**config.mk**
```make
export PLATFORM = sky130hd
export DESIGN_NAME = fetch_align_top
export DESIGN_NICKNAME = d
export VERILOG_FILES = /design/src/fetch_align_pkg.sv /design/src/fetch_req_ctrl.sv /design/src/resp_writer.sv /design/src/buffer_entry.sv /design/src/instr_aligner.sv /design/src/fetch_align_top.sv
export SDC_FILE = /design/constraint.sdc
export NUM_CORES = 1
export LEC_CHECK = 0
export BUFFER_PORTS_ARGS = -buffer_cell sky130_fd_sc_hd__buf_2
export CORE_MARGIN = 5
export CORE_UTILIZATION = 30
export DETAILED_ROUTE_END_ITERATION = 10
export PLACE_DENSITY = 0.48
export SETUP_SLACK_MARGIN = 0.5
export SLEW_MARGIN = 20
export SYNTH_ARGS = -nofsm -noshare
export SYNTH_HDL_FRONTEND = slang
export SYNTH_HIERARCHICAL = 1
export SYNTH_SLANG_ARGS = --single-unit
```
**constraint.sdc**
```tcl
create_clock -name clk -period 5.7 [get_ports clk]
set_clock_uncertainty 0.2 [all_clocks]
set_input_delay 0.285 -clock clk [delete_from_list [all_inputs] [get_ports clk]]
set_output_delay 0.285 -clock clk [all_outputs]
set_load 0.02 [all_outputs]
```
**src/fetch_align_pkg.sv**
```systemverilog
/*
  Shared types and constants of the fetch alignment buffer
  Instruction addresses are halfword aligned and bit 0 is ignored
  The outstanding limit is fixed by the request rule and is not tunable
*/
`default_nettype none

package fetch_align_pkg;

  // One fetch word or one instruction address
  typedef logic [31:0] word_t;

  // One instruction parcel
  typedef logic [15:0] half_t;

  // Default buffer depth in words
  // Depth 4 also works, depth below 2 does not
  localparam int unsigned ALBUF_DEPTH_DEFAULT = 3;

  // Fetch requests in flight at most
  localparam int unsigned MAX_OUTSTANDING = 2;

  // Width of the outstanding and flush counters
  localparam int unsigned OUTSTND_W = 2;

  // Low two bits of a 32-bit parcel
  // Any other value marks a compressed instruction
  localparam logic [1:0] UNCOMPRESSED_OP = 2'b11;

endpackage

`default_nettype wire

```
**src/fetch_req_ctrl.sv**
```systemverilog
/*
  Fetch request gating for the alignment buffer
  Counts outstanding requests and complete instructions held in the buffer
  A branch request must be accepted by the prefetcher in the branch cycle
  The instruction count lags one cycle behind the IF side on purpose
  Responses are expected only for accepted requests
*/
`default_nettype none

module fetch_req_ctrl import fetch_align_pkg::*; (
  input  wire logic             clk,
  input  wire logic             rst_n,
  input  wire logic             instr_req_i,
  input  wire logic             branch_i,
  input  wire word_t            branch_addr_i,
  input  wire logic             fetch_ready_i,
  input  wire logic             resp_valid_i,
  input  wire word_t            resp_rdata_i,
  input  wire logic             resp_accept_i,
  input  wire logic             instr_taken_i,
  output logic                  fetch_valid_o,
  output logic                  fetch_branch_o,
  output word_t                 fetch_addr_o,
  output logic [OUTSTND_W-1:0]  outstnd_cnt_o,
  output logic                  prefetch_busy_o,
  output logic                  protocol_err_o
);

  // Instruction counter width, two per buffered word plus margin
  localparam int unsigned ICNT_W = 3;

  logic [ICNT_W-1:0]    instr_cnt_q;
  logic [ICNT_W-1:0]    instr_cnt_d;
  logic [ICNT_W-1:0]    instr_avail;
  logic [OUTSTND_W-1:0] outstnd_q;
  logic [OUTSTND_W-1:0] outstnd_d;
  logic                 pop_q;
  logic                 aligned_q;
  logic                 aligned_d;
  logic                 complete_q;
  logic                 complete_d;
  logic [1:0]           n_incoming;
  logic                 lo_uncomp;
  logic                 hi_uncomp;
  logic                 req_accept;

  //////////////////////////////////////////////////////////////////////
  // Request side
  //////////////////////////////////////////////////////////////////////

  // Instructions left after last cycle's pop
  assign instr_avail = instr_cnt_q - ICNT_W'(pop_q);

  // Fetch on a branch, or when the buffer runs dry
  assign fetch_valid_o = instr_req_i &&
                         (outstnd_q < OUTSTND_W'(MAX_OUTSTANDING)) &&
                         (branch_i ||
                          (instr_avail == '0) ||
                          ((instr_avail == ICNT_W'(1)) && (outstnd_q == '0)));

  assign fetch_branch_o = branch_i;
  assign fetch_addr_o   = {branch_addr_i[31:1], 1'b0};
  assign req_accept     = fetch_valid_o && fetch_ready_i;

  // Busy while a response is due or a request is raised
  assign prefetch_busy_o = (outstnd_q != '0) || fetch_valid_o;
  assign protocol_err_o  = resp_valid_i && (outstnd_q == '0);
  assign outstnd_cnt_o   = outstnd_q;

  always_comb begin
    outstnd_d = outstnd_q;
    if (req_accept && !resp_valid_i) begin
      outstnd_d = outstnd_q + 1'b1;
    end else if (!req_accept && resp_valid_i && (outstnd_q != '0)) begin
      outstnd_d = outstnd_q - 1'b1;
    end
  end

  //////////////////////////////////////////////////////////////////////
  // Complete instructions per accepted word
  //////////////////////////////////////////////////////////////////////

  assign lo_uncomp = (resp_rdata_i[1:0] == UNCOMPRESSED_OP);
  assign hi_uncomp = (resp_rdata_i[17:16] == UNCOMPRESSED_OP);

  // Unaligned and complete only right after an unaligned branch
  always_comb begin
    aligned_d  = aligned_q;
    complete_d = complete_q;
    n_incoming = 2'd0;
    if (branch_i) begin
      aligned_d  = !branch_addr_i[1];
      complete_d = branch_addr_i[1];
    end else if (resp_accept_i) begin
      if (aligned_q && lo_uncomp) begin
        // Whole word is one instruction
        n_incoming = 2'd1;
      end else begin
        // Lower half ends an instruction unless skipped after a branch
        n_incoming = {1'b0, aligned_q || !complete_q} + {1'b0, !hi_uncomp};
        // Uncompressed upper half straddles into the next word
        aligned_d  = !hi_uncomp;
        complete_d = !hi_uncomp;
      end
    end
  end

  // Buffer content is dropped on a branch
  assign instr_cnt_d = branch_i ? '0 :
                       instr_cnt_q + ICNT_W'(n_incoming) - ICNT_W'(pop_q);

  always_ff @(posedge clk or negedge rst_n) begin
    if (!rst_n) begin
      instr_cnt_q <= '0;
      outstnd_q   <= '0;
      pop_q       <= 1'b0;
      aligned_q   <= 1'b1;
      complete_q  <= 1'b1;
    end else begin
      instr_cnt_q <= instr_cnt_d;
      outstnd_q   <= outstnd_d;
      pop_q       <= instr_taken_i;
      aligned_q   <= aligned_d;
      complete_q  <= complete_d;
    end
  end

  // Request rule and response ordering keep the count within the limit
  outstnd_limit_a : assert property (@(posedge clk) disable iff (!rst_n)
    outstnd_q <= OUTSTND_W'(MAX_OUTSTANDING))
    else $error("outstanding fetch count above limit");

endmodule

`default_nettype wire

```
**src/resp_writer.sv**
```systemverilog
/*
  Response acceptance and buffer write pointer
  Responses still in flight at a branch are counted and dropped
  A response in the branch cycle itself is dropped as well
*/
`default_nettype none

module resp_writer import fetch_align_pkg::*; #(
  parameter int unsigned ALBUF_DEPTH = ALBUF_DEPTH_DEFAULT
) (
  input  wire logic                  clk,
  input  wire logic                  rst_n,
  input  wire logic                  branch_i,
  input  wire logic                  resp_valid_i,
  input  wire logic [OUTSTND_W-1:0]  outstnd_cnt_i,
  output logic                       resp_accept_o,
  output logic [ALBUF_DEPTH-1:0]     wr_en_o
);

  localparam int unsigned      PTR_W    = $clog2(ALBUF_DEPTH);
  localparam logic [PTR_W-1:0] LAST_PTR = PTR_W'(ALBUF_DEPTH - 1);

  logic [OUTSTND_W-1:0] flush_q;
  logic [PTR_W-1:0]     wptr_q;

  // Keep only responses of the current stream
  assign resp_accept_o = resp_valid_i && (flush_q == '0) && !branch_i;

  // One-hot write strobe into the entry at the write pointer
  assign wr_en_o = resp_accept_o ? (ALBUF_DEPTH'(1) << wptr_q) : '0;

  always_ff @(posedge clk or negedge rst_n) begin
    if (!rst_n) begin
      flush_q <= '0;
      wptr_q  <= '0;
    end else if (branch_i) begin
      wptr_q <= '0;
      // A response arriving now already counts as flushed
      if (resp_valid_i && (outstnd_cnt_i != '0)) begin
        flush_q <= outstnd_cnt_i - 1'b1;
      end else begin
        flush_q <= outstnd_cnt_i;
      end
    end else begin
      if (resp_valid_i && (flush_q != '0)) begin
        flush_q <= flush_q - 1'b1;
      end
      if (resp_accept_o) begin
        wptr_q <= (wptr_q == LAST_PTR) ? '0 : wptr_q + 1'b1;
      end
    end
  end

endmodule

`default_nettype wire

```
**src/buffer_entry.sv**
```systemverilog
/*
  One word slot of the alignment buffer
  Compressed flags for both halves are taken at write time
  A write and a release together on an empty slot mean pass-through
*/
`default_nettype none

module buffer_entry import fetch_align_pkg::*; (
  input  wire logic   clk,
  input  wire logic   rst_n,
  input  wire logic   wr_en_i,
  input  wire logic   clr_i,
  input  wire logic   flush_i,
  input  wire word_t  wdata_i,
  input  wire logic   werr_i,
  output logic        valid_o,
  output word_t       data_o,
  output logic        err_o,
  output logic        lo_compressed_o,
  output logic        hi_compressed_o
);

  logic valid_q;

  // Payload
  always_ff @(posedge clk) begin
    if (wr_en_i) begin
      data_o          <= wdata_i;
      err_o           <= werr_i;
      lo_compressed_o <= (wdata_i[1:0] != UNCOMPRESSED_OP);
      hi_compressed_o <= (wdata_i[17:16] != UNCOMPRESSED_OP);
    end
  end

  always_ff @(posedge clk or negedge rst_n) begin
    if (!rst_n) begin
      valid_q <= 1'b0;
    end else if (flush_i) begin
      valid_q <= 1'b0;
    end else if (wr_en_i) begin
      // Release of an empty slot consumes the incoming word
      valid_q <= valid_q || !clr_i;
    end else if (clr_i) begin
      valid_q <= 1'b0;
    end
  end

  assign valid_o = valid_q;

  // Writer and aligner pointers never overrun a held word
  no_overwrite_a : assert property (@(posedge clk) disable iff (!rst_n)
    (wr_en_i && valid_q) |-> clr_i)
    else $error("buffer entry overwritten while valid");

endmodule

`default_nettype wire

```
**src/instr_aligner.sv**
```systemverilog
/*
  Instruction aligner at the read side of the buffer
  Builds whole instructions from entries or from the response in flight
  Compressed instructions carry zeros in their upper 16 bits
  The entry at the read pointer is empty only when the buffer is empty
*/
`default_nettype none

module instr_aligner import fetch_align_pkg::*; #(
  parameter int unsigned ALBUF_DEPTH = ALBUF_DEPTH_DEFAULT
) (
  input  wire logic                      clk,
  input  wire logic                      rst_n,
  input  wire logic                      branch_i,
  input  wire word_t                     branch_addr_i,
  input  wire logic                      resp_accept_i,
  input  wire word_t                     resp_rdata_i,
  input  wire logic                      resp_err_i,
  input  wire logic                      instr_ready_i,
  input  wire logic [ALBUF_DEPTH-1:0]    ent_valid_i,
  input  wire word_t [ALBUF_DEPTH-1:0]   ent_data_i,
  input  wire logic [ALBUF_DEPTH-1:0]    ent_err_i,
  input  wire logic [ALBUF_DEPTH-1:0]    ent_lo_c_i,
  input  wire logic [ALBUF_DEPTH-1:0]    ent_hi_c_i,
  output logic                           instr_valid_o,
  output word_t                          instr_o,
  output word_t                          instr_addr_o,
  output logic                           instr_err_o,
  output logic                           instr_taken_o,
  output logic [ALBUF_DEPTH-1:0]         clr_o
);

  localparam int unsigned      PTR_W    = $clog2(ALBUF_DEPTH);
  localparam logic [PTR_W-1:0] LAST_PTR = PTR_W'(ALBUF_DEPTH - 1);

  logic [PTR_W-1:0] rptr_q;
  logic [PTR_W-1:0] rptr2;
  word_t            addr_q;
  word_t            addr_d;
  word_t            addr_step;
  word_t            cur_word;
  logic             cur_err;
  half_t            nxt_half;
  logic             nxt_err;
  logic             lo_comp;
  logic             hi_comp;
  logic             avail_one;
  logic             avail_two;
  logic             instr_valid;
  logic             release_cur;

  //////////////////////////////////////////////////////////////////////
  // Source selection
  //////////////////////////////////////////////////////////////////////

  // Entry after the read pointer, wrapping
  assign rptr2 = (rptr_q == LAST_PTR) ? '0 : rptr_q + 1'b1;

  // Current entry, or the response passing straight through
  assign cur_word = ent_valid_i[rptr_q] ? ent_data_i[rptr_q] : resp_rdata_i;
  assign cur_err  = ent_valid_i[rptr_q] ? ent_err_i[rptr_q] : resp_err_i;
  assign lo_comp  = ent_valid_i[rptr_q] ? ent_lo_c_i[rptr_q] :
                    (resp_rdata_i[1:0] != UNCOMPRESSED_OP);
  assign hi_comp  = ent_valid_i[rptr_q] ? ent_hi_c_i[rptr_q] :
                    (resp_rdata_i[17:16] != UNCOMPRESSED_OP);

  // Lower half of the following word for straddling instructions
  assign nxt_half = ent_valid_i[rptr2] ? ent_data_i[rptr2][15:0] : resp_rdata_i[15:0];
  assign nxt_err  = ent_valid_i[rptr2] ? ent_err_i[rptr2] : resp_err_i;

  // One word or two consecutive words at hand
  assign avail_one = ent_valid_i[rptr_q] || resp_accept_i;
  assign avail_two = ent_valid_i[rptr2] || (ent_valid_i[rptr_q] && resp_accept_i);

  //////////////////////////////////////////////////////////////////////
  // Instruction output
  //////////////////////////////////////////////////////////////////////

  always_comb begin
    instr_o     = cur_word;
    instr_err_o = cur_err;
    instr_valid = avail_one;
    if (addr_q[1]) begin
      if (hi_comp) begin
        instr_o = {16'h0000, cur_word[31:16]};
      end else begin
        // Straddler needs both words and both error bits
        instr_o     = {nxt_half, cur_word[31:16]};
        instr_err_o = cur_err || nxt_err;
        instr_valid = avail_two;
      end
    end else if (lo_comp) begin
      instr_o = {16'h0000, cur_word[15:0]};
    end
  end

  // Branch kills the instruction on offer
  assign instr_valid_o = instr_valid && !branch_i;
  assign instr_taken_o = instr_valid_o && instr_ready_i;
  assign instr_addr_o  = addr_q;

  //////////////////////////////////////////////////////////////////////
  // Address and read pointer
  //////////////////////////////////////////////////////////////////////

  assign addr_step = {addr_q[31:2] + 30'd1, 2'b00};

  // Entry is released once its upper half is used
  always_comb begin
    addr_d      = addr_step;
    release_cur = 1'b1;
    if (addr_q[1]) begin
      addr_d[1] = !hi_comp;
    end else if (lo_comp) begin
      addr_d      = {addr_q[31:2], 2'b10};
      release_cur = 1'b0;
    end
  end

  assign clr_o = (instr_taken_o && release_cur) ? (ALBUF_DEPTH'(1) << rptr_q) : '0;

  always_ff @(posedge clk or negedge rst_n) begin
    if (!rst_n) begin
      addr_q <= '0;
      rptr_q <= '0;
    end else if (branch_i) begin
      addr_q <= {branch_addr_i[31:1], 1'b0};
      rptr_q <= '0;
    end else if (instr_taken_o) begin
      addr_q <= addr_d;
      if (release_cur) begin
        rptr_q <= rptr2;
      end
    end
  end

  // Stalled IF side sees the same instruction on the next cycle
  instr_stable_a : assert property (@(posedge clk) disable iff (!rst_n)
    (instr_valid_o && !instr_ready_i) |=> ($stable(instr_o) && $stable(instr_addr_o)))
    else $error("instruction changed while stalled");

endmodule

`default_nettype wire

```
**src/fetch_align_top.sv**
```systemverilog
/*
  Instruction alignment buffer between prefetcher and IF stage
  branch_i redirects fetch and discards all buffered words
  The first request after reset is expected to come with a branch
  Responses arrive in request order and are never refused
*/
`default_nettype none

module fetch_align_top import fetch_align_pkg::*; #(
  parameter int unsigned ALBUF_DEPTH = ALBUF_DEPTH_DEFAULT
) (
  input  wire logic   clk,
  input  wire logic   rst_n,
  input  wire logic   instr_req_i,
  input  wire logic   branch_i,
  input  wire word_t  branch_addr_i,
  input  wire logic   fetch_ready_i,
  input  wire logic   resp_valid_i,
  input  wire word_t  resp_rdata_i,
  input  wire logic   resp_err_i,
  input  wire logic   instr_ready_i,
  output logic        fetch_valid_o,
  output logic        fetch_branch_o,
  output word_t       fetch_addr_o,
  output logic        instr_valid_o,
  output word_t       instr_o,
  output word_t       instr_addr_o,
  output logic        instr_err_o,
  output logic        prefetch_busy_o,
  output logic        protocol_err_o
);

  logic [OUTSTND_W-1:0]   outstnd_cnt;
  logic                   resp_accept;
  logic                   instr_taken;
  logic [ALBUF_DEPTH-1:0] wr_en;
  logic [ALBUF_DEPTH-1:0] clr;
  logic [ALBUF_DEPTH-1:0] ent_valid;
  word_t [ALBUF_DEPTH-1:0] ent_data;
  logic [ALBUF_DEPTH-1:0] ent_err;
  logic [ALBUF_DEPTH-1:0] ent_lo_c;
  logic [ALBUF_DEPTH-1:0] ent_hi_c;

  fetch_req_ctrl u_req_ctrl (
    .clk             (clk),
    .rst_n           (rst_n),
    .instr_req_i     (instr_req_i),
    .branch_i        (branch_i),
    .branch_addr_i   (branch_addr_i),
    .fetch_ready_i   (fetch_ready_i),
    .resp_valid_i    (resp_valid_i),
    .resp_rdata_i    (resp_rdata_i),
    .resp_accept_i   (resp_accept),
    .instr_taken_i   (instr_taken),
    .fetch_valid_o   (fetch_valid_o),
    .fetch_branch_o  (fetch_branch_o),
    .fetch_addr_o    (fetch_addr_o),
    .outstnd_cnt_o   (outstnd_cnt),
    .prefetch_busy_o (prefetch_busy_o),
    .protocol_err_o  (protocol_err_o)
  );

  resp_writer #(
    .ALBUF_DEPTH (ALBUF_DEPTH)
  ) u_writer (
    .clk           (clk),
    .rst_n         (rst_n),
    .branch_i      (branch_i),
    .resp_valid_i  (resp_valid_i),
    .outstnd_cnt_i (outstnd_cnt),
    .resp_accept_o (resp_accept),
    .wr_en_o       (wr_en)
  );

  // Word slots, flushed together on a branch
  for (genvar i = 0; i < ALBUF_DEPTH; i++) begin : g_entry
    buffer_entry u_entry (
      .clk             (clk),
      .rst_n           (rst_n),
      .wr_en_i         (wr_en[i]),
      .clr_i           (clr[i]),
      .flush_i         (branch_i),
      .wdata_i         (resp_rdata_i),
      .werr_i          (resp_err_i),
      .valid_o         (ent_valid[i]),
      .data_o          (ent_data[i]),
      .err_o           (ent_err[i]),
      .lo_compressed_o (ent_lo_c[i]),
      .hi_compressed_o (ent_hi_c[i])
    );
  end

  instr_aligner #(
    .ALBUF_DEPTH (ALBUF_DEPTH)
  ) u_aligner (
    .clk           (clk),
    .rst_n         (rst_n),
    .branch_i      (branch_i),
    .branch_addr_i (branch_addr_i),
    .resp_accept_i (resp_accept),
    .resp_rdata_i  (resp_rdata_i),
    .resp_err_i    (resp_err_i),
    .instr_ready_i (instr_ready_i),
    .ent_valid_i   (ent_valid),
    .ent_data_i    (ent_data),
    .ent_err_i     (ent_err),
    .ent_lo_c_i    (ent_lo_c),
    .ent_hi_c_i    (ent_hi_c),
    .instr_valid_o (instr_valid_o),
    .instr_o       (instr_o),
    .instr_addr_o  (instr_addr_o),
    .instr_err_o   (instr_err_o),
    .instr_taken_o (instr_taken),
    .clr_o         (clr)
  );

endmodule

`default_nettype wire

```
=== Yosys cells after proc, flatten, opt, wreduce, memory -nomap -nowiden ===
Cells that the tools add are included.

* Output and inout bits: 102
* Logic and storage cells: 170
* Input bits: 72
* Flip-flop bits (word level): 154

* Shifts and indexed selects: 2
* Multiplexer cells: 68
* Magnitude comparators: 3
* Reduce and logical (&&, ||, !) cells: 53
* $add $sub $neg: 10
* Equal/unequal tests: 9

{| class="wikitable"
|+ Operators with widths
! kind !! count
|-
| $mux 32 || 8
|-
| $bmux 32 s2 || 2
|-
| $mux 16 || 2
|-
| $mux 1 || 31
|-
| $add 30x1->30 const B || 1
|-
| $mux 2 || 15
|-
| $mux 30 || 1
|-
| $logic_and 1x1->1 || 17
|-
| $reduce_bool 2->1 || 7
|-
| $bmux 1 s2 || 6
|-
| $logic_not 1->1 || 10
|-
| $logic_or 1x1->1 || 10
|-
| $mux 3 || 3
|-
| $reduce_bool 3->1 || 3
|-
| $eq 2x2->1 const B || 4
|-
| $add 2x1->2 const B || 3
|-
| $lt 2x3->1 const B || 2
|-
| $ne 2x2->1 const B || 3
|-
| $reduce_and 2->1 || 3
|-
| $shl 1x2->3 const A || 2
|-
| $sub 3x1->3 || 2
|-
| $logic_not 2->1 || 2
|-
| $sub 2x1->2 const B || 2
|-
| $add 3x2->3 || 1
|-
| other kinds (5) || 5
|}

=== Logic depth before layout (Yosys ltp) ===
* Depth after elaboration: 15
* Gate-level depth with buffers: 12
* Mapped depth without buffers: 12

=== Modules after synthesis ===
The synthesis kept the hierarchy.

{| class="wikitable"
|+ Modules (own cells, without submodules)
! module !! cells an instance !! times used !! area an instance (um2)
|-
| instr_aligner || 561 || 1 || 4033.9
|-
| buffer_entry || 42 || 3 || 1118.6
|-
| fetch_req_ctrl || 90 || 1 || 822.0
|-
| resp_writer || 30 || 1 || 286.5
|}

=== Worst setup path after synthesis ===
Ideal clock, no wire load.

* Kind: register to register
* Start: reg u_writer.flush_q[0]
* End: reg g_entry[2].u_entry.data_o[0] (enable)
* Stages on the path, launching flop included: 5
* Setup slack: 483 ps
* Buffers on the path: 0
* Data required time: 4969 ps
* Clock period less this slack: 5217 ps
* Arrival: 4486 ps
* Cell sequence: dfrtp_1 -> inv_1 -> ha_1 -> nand2_1 -> nor4b_1

* Word-level cells in the longest chain between the ends: 4

{| class="wikitable"
|+ Ends and longest elaborated chain
! what !! line !! text
|-
| start, declared || resp_writer.sv:23 || <nowiki>logic [OUTSTND_W-1:0] flush_q;</nowiki>
|-
| start signal, assigned || resp_writer.sv:40 || <nowiki>flush_q <= outstnd_cnt_i - 1'b1;</nowiki>
|-
| start signal, assigned || resp_writer.sv:42 || <nowiki>flush_q <= outstnd_cnt_i;</nowiki>
|-
| start signal, assigned || resp_writer.sv:46 || <nowiki>flush_q <= flush_q - 1'b1;</nowiki>
|-
| $logic_not 2->1 || resp_writer.sv:27 || <nowiki>assign resp_accept_o = resp_valid_i && (flush_q == '0) && !branch_i;</nowiki>
|-
| $logic_and 1x1->1 (2 in series) || resp_writer.sv:27 ||
|-
| $mux 3 || resp_writer.sv:30 || <nowiki>assign wr_en_o = resp_accept_o ? (ALBUF_DEPTH'(1) << wptr_q) : '0;</nowiki>
|-
| net wr_en[2] || fetch_align_top.sv:36 || <nowiki>logic [ALBUF_DEPTH-1:0] wr_en;</nowiki>
|-
| end signal, assigned || buffer_entry.sv:28 || <nowiki>data_o <= wdata_i;</nowiki>
|-
| end, declared || buffer_entry.sv:17 || <nowiki>output word_t data_o,</nowiki>
|}

The timed path passes the listed nets, and every way through them passes these cells.
A chain may end at the register's enable or synchronous reset.

=== Worst setup path in the final report ===
* Start: reg u_aligner.rptr_q[0]
* End: out instr_valid_o

* Word-level cells in the longest chain between the ends: 8
* Elaborated cells on any way between the ends: 16

{| class="wikitable"
|+ Ends and longest elaborated chain
! what !! line !! text
|-
| start, declared || instr_aligner.sv:36 || <nowiki>logic [PTR_W-1:0] rptr_q;</nowiki>
|-
| start signal, assigned || instr_aligner.sv:132 || <nowiki>rptr_q <= rptr2;</nowiki>
|-
| $add 2x1->2 / $eq 2x2->1 (equally long branches) || instr_aligner.sv:57 || <nowiki>assign rptr2 = (rptr_q == LAST_PTR) ? '0 : rptr_q + 1'b1;</nowiki>
|-
| $mux 2 || instr_aligner.sv:57 ||
|-
| $bmux 1 s2 || instr_aligner.sv:73 || <nowiki>assign avail_two = ent_valid_i[rptr2] || (ent_valid_i[rptr_q] && resp_accept_i);</nowiki>
|-
| $mux 1 (implied by the code) || instr_aligner.sv:73 ||
|-
| $logic_or 1x1->1 || instr_aligner.sv:73 ||
|-
| $mux 1 || instr_aligner.sv:84 || <nowiki>if (hi_comp) begin</nowiki>
|-
| $mux 1 (*) || instr_aligner.sv:83 || <nowiki>if (addr_q[1]) begin</nowiki>
|-
| $logic_and 1x1->1 (*) || instr_aligner.sv:98 || <nowiki>assign instr_valid_o = instr_valid && !branch_i;</nowiki>
|-
| end, declared || fetch_align_top.sv:25 || <nowiki>output logic instr_valid_o,</nowiki>
|}

Every way passes the cells marked *; elsewhere a longest branch is shown, timed or not. The select of a mux whose other input is x is not followed.

==> results.json <==
{
  "cp_max_fo": 33,
  "synth_mux_area_share_pct": 8.32,
  "synthFlopType": "edfxtp_1",
  "area_delta_synth_final_pct": 27.1,
  "synth-seq-cells": 153,
  "antenna_found_initial": 2,
  "hold_path_class": "in2reg",
  "whs_path_depth": 2,
  "r2r_cells": 9,
  "initial_core_util_pct": 30.5,
  "critPathKind": "reg2out",
  "p_leak_nw": 3.96,
  "yosysSeqAreaShare_pct": 51.3,
  "cts_htree_levels": 4,
  "status": "complete, no violations",
  "fin_area_sq_um": 10800,
  "syn_nets": 889,
  "wire_per_inst_um": 17.1,
  "synth_edf_count": 105,
  "synth.avg_cell_area_sq_um": 10.5,
  "grt_setup_unrepaired": "no",
  "critPathMostFrequentCell": "buf_4",
  "vias": 6818,
  "r2r_start": "u_aligner/rptr_q[1]",
  "overflow": 0,
  "cpLargestDelayFamily": "buffers and inverters",
  "synth_fa_ha_area_share_pct": 1.56,
  "hp-start": "instr_ready_i",
  "cts_setup_buffers": 0,
  "portBuffers": 170,
  "wirelength_um": 23600,
  "synth_xor_area_share_pct": 1.84,
  "synthArstFlopShare_pct": 31.4,
  "finalNetCount": 1069,
  "num_rows": 61,
  "period_needed_ns": 4.08,
  "dpl_cell_area_sq_um": 9480,
  "ys_types": 65,
  "hold_viol_final": 0,
  "max_freq_mhz": 245,
  "synthSimpleGateAreaFrac_pct": 14.4,
  "clockBufferDepth": 2,
  "insertion_delay_ns": 0.42,
  "track_usage_pct": 14.8,
  "drv_cap": 0,
  "via_per_inst": 4.94,
  "die_y_um": 178,
  "crit_path_end_kind": "output pin",
  "final_antenna_net_count": 0,
  "worst_slew_pin_slew_ns": 0.964,
  "grt_pass1_wl_um": 36800,
  "drt-initial-drc-count": 382,
  "cts.hold.buffers_added": 66,
  "critPathMaxStageDelay_ns": 0.74,
  "cts_tree": "built",
  "cts_root_buffer": "clkbuf_16",
  "drc": 0,
  "vdd_drop_max_v": 0.000172,
  "dp_hpwl_um": 15200,
  "synth_top_family_by_area": "compound AO/OA/AOI/OAI gates",
  "cp_cell_sequence": "buf_4, nand3b_1, o211ai_1, a211oi_2, buf_4, or2_0, nor2_1, buf_2",
  "worst_path_max_delay_cell": "dfrtp_4",
  "core_area_sq_um": 27900,
  "p_per_area_nw_per_um2": 326,
  "required_ns": 5.22,
  "r2r-end": "u_aligner/instr_addr_o[3]",
  "die_area_sq_um": 31800,
  "slew_headroom_pct": 35.6,
  "routabilityCongestion": 0.736,
  "synth-compound-area-share_pct": 15.8,
  "path_buf_inv": 3,
  "slew_violations": 0,
  "arrival_ns": 3.59,
  "io_pins": 174,
  "grt_pass1_vias": 6620,
  "first_pass_iters": 5,
  "post_cts_resized": 0,
  "setup_viol_count_final": 0,
  "drive_gt1_share_pct": 25.1,
  "mappedNetlistArea_sq_um": 8500,
  "fill_cells": 2744,
  "cts_made_buffers": 17,
  "setup_tns_ns": 0,
  "clock-sinks": 153,
  "syn-instance-count": 807,
  "yosys_warnings": 6,
  "rrSetupSlack_ns": 1.98,
  "grt_max_degree": 55,
  "hold_end": "u_req_ctrl/pop_q",
  "die_w_um": 178,
  "worstSetupStartpointType": "flop",
  "period_share_pct": 71.5,
  "clkTransAtPathRegs_ns": 0.06
}
==> kinds of logic (layout without fill, tap and decap cells) <==
kind of cell | count (synthesis) | after routing
fa+ha+maj | 10 | 10
flops | 153 | 153
compound gates | 200 | 200
simple gates | 244 | 244
buf+inv | 111 | 304
other cells | 2 | 3
xor+xnor | 17 | 17
mux | 70 | 70
==> layer usage <==
layer | track usage, % | routed length, um
met1 | 20.5 | 11100
met2 | 23.7 | 10900
met4 | 3.33 | 296
met3 | 3.43 | 1320
met5 | 0 | 7
==> power breakdown <==
| part | internal, mW | switching [mW] |
|---|---|---|
| clock network | 0.789 | 0.479 |
| registers | 1.29 | 0.0823 |
| logic | 0.336 | 0.544 |
==> cell usage after synthesis, types with 5 or more instances <==
cell,n,area (sq um)
edfxtp_1,105,3150
or4_1,6,45.0
inv_1,19,71.3
a22oi_1,5,37.5
o21ai_0,36,180
buf_2,5,25.0
dfrtp_1,46,1150
nand2_1,73,274
nor4_1,13,81.3
o31ai_1,6,45.0
a21o_1,5,37.5
and3_1,8,50.1
ha_1,9,113
o211ai_1,51,383
nor2_1,61,229
nor3_1,8,40.0
nand2b_1,5,31.3
a21oi_1,36,180
o21ai_1,14,70.1
and2b_2,5,43.8
mux2i_1,67,671
buf_4,36,270
nand4_1,13,81.3
clkbuf_1,44,165
a31oi_1,11,68.8
nand3_1,20,100
o22ai_1,17,106
xnor2_1,15,131
nor2b_1,7,43.8
==> cell usage in the layout, fill, tap and decap left out, types with 13 or more instances in the layout <==
| cell type | Yosys | layout |
|---|---|---|
| a21oi_1 | 36 | 36 |
| nand4_1 | 13 | 13 |
| mux2i_1 | 67 | 67 |
| buf_2 | 5 | 170 |
| nand3_1 | 20 | 20 |
| o21ai_1 | 14 | 14 |
| xnor2_1 | 15 | 15 |
| buf_4 | 36 | 16 |
| edfxtp_1 | 105 | 105 |
| clkbuf_16 | 0 | 17 |
| dlygate4sd3_1 | 0 | 66 |
| nand2_1 | 73 | 73 |
| nor2_1 | 61 | 61 |
| o21ai_0 | 36 | 36 |
| inv_1 | 19 | 19 |
| o22ai_1 | 17 | 17 |
| dfrtp_1 | 46 | 44 |
| o211ai_1 | 51 | 51 |
==> through the flow <==
step / setup WS [ns] / instances / total power, mW / utilization, % / hold WS [ns]
2_1_floorplan: 0.483 / 807 / 1.98 / - / -0.211
3_3_place_gp: 1.98 / 1280 / 2.24 / 34.0 / 0.249
3_5_place_dp: 1.96 / 1280 / 2.25 / 34.0 / 0.251
4_1_cts: 1.51 / 1378 / 3.57 / 38.8 / 0.0103
5_1_grt: 1.34 / 1378 / 3.72 / 38.8 / 0.0186
6_report: 1.62 / 1379 / 3.52 / 38.8 / 0.0257
==> worst max path at each step <==
| stage | startpoint | endpoint | slack (ns) | depth (start not counted) |
|---|---|---|---|---|
| 2_1_floorplan | u_writer/flush_q[0] | g_entry[2].u_entry/data_o[0] | 0.48 | 4 |
| 3_3_place_gp | u_aligner/rptr_q[1] | u_aligner/instr_addr_o[3] | 1.98 | 9 |
| 3_5_place_dp | u_aligner/rptr_q[1] | u_aligner/instr_addr_o[3] | 1.96 | 9 |
| 4_1_cts | u_aligner/rptr_q[0] | instr_valid_o | 1.51 | 8 |
| 5_1_grt | u_aligner/rptr_q[0] | instr_valid_o | 1.34 | 8 |
| 6_report | u_aligner/rptr_q[0] | instr_valid_o | 1.62 | 8 |
==> registers in the layout, indices dropped and copies added, names as in the netlist <==
name	flops
g_entry.u_entry/lo_compressed_o	3
u_req_ctrl/complete_q	1
g_entry.u_entry/valid_o	3
u_req_ctrl/outstnd_cnt_o	2
u_aligner/instr_addr_o	31
u_writer/wptr_q	2
g_entry.u_entry/err_o	3
u_req_ctrl/aligned_q	1
u_aligner/rptr_q	2
g_entry.u_entry/data_o	96
g_entry.u_entry/hi_compressed_o	3
u_req_ctrl/pop_q	1
u_req_ctrl/instr_cnt_q	3
u_writer/flush_q	2
==> cell type report <==
class                   count  area, sq um  area share (%)
multi-input cells         543         3600            33.3
clock buffers              17          425            3.94
inverters                  20         75.1           0.695
repair buffers            252         1630            15.1
clock inverters            15          235            2.18
flip-flops and latches    153         4360            40.4
well taps                 378          473            4.38
diodes                      1         2.50          0.0232
No activity file was read; power rests on OpenSTA's default activity.
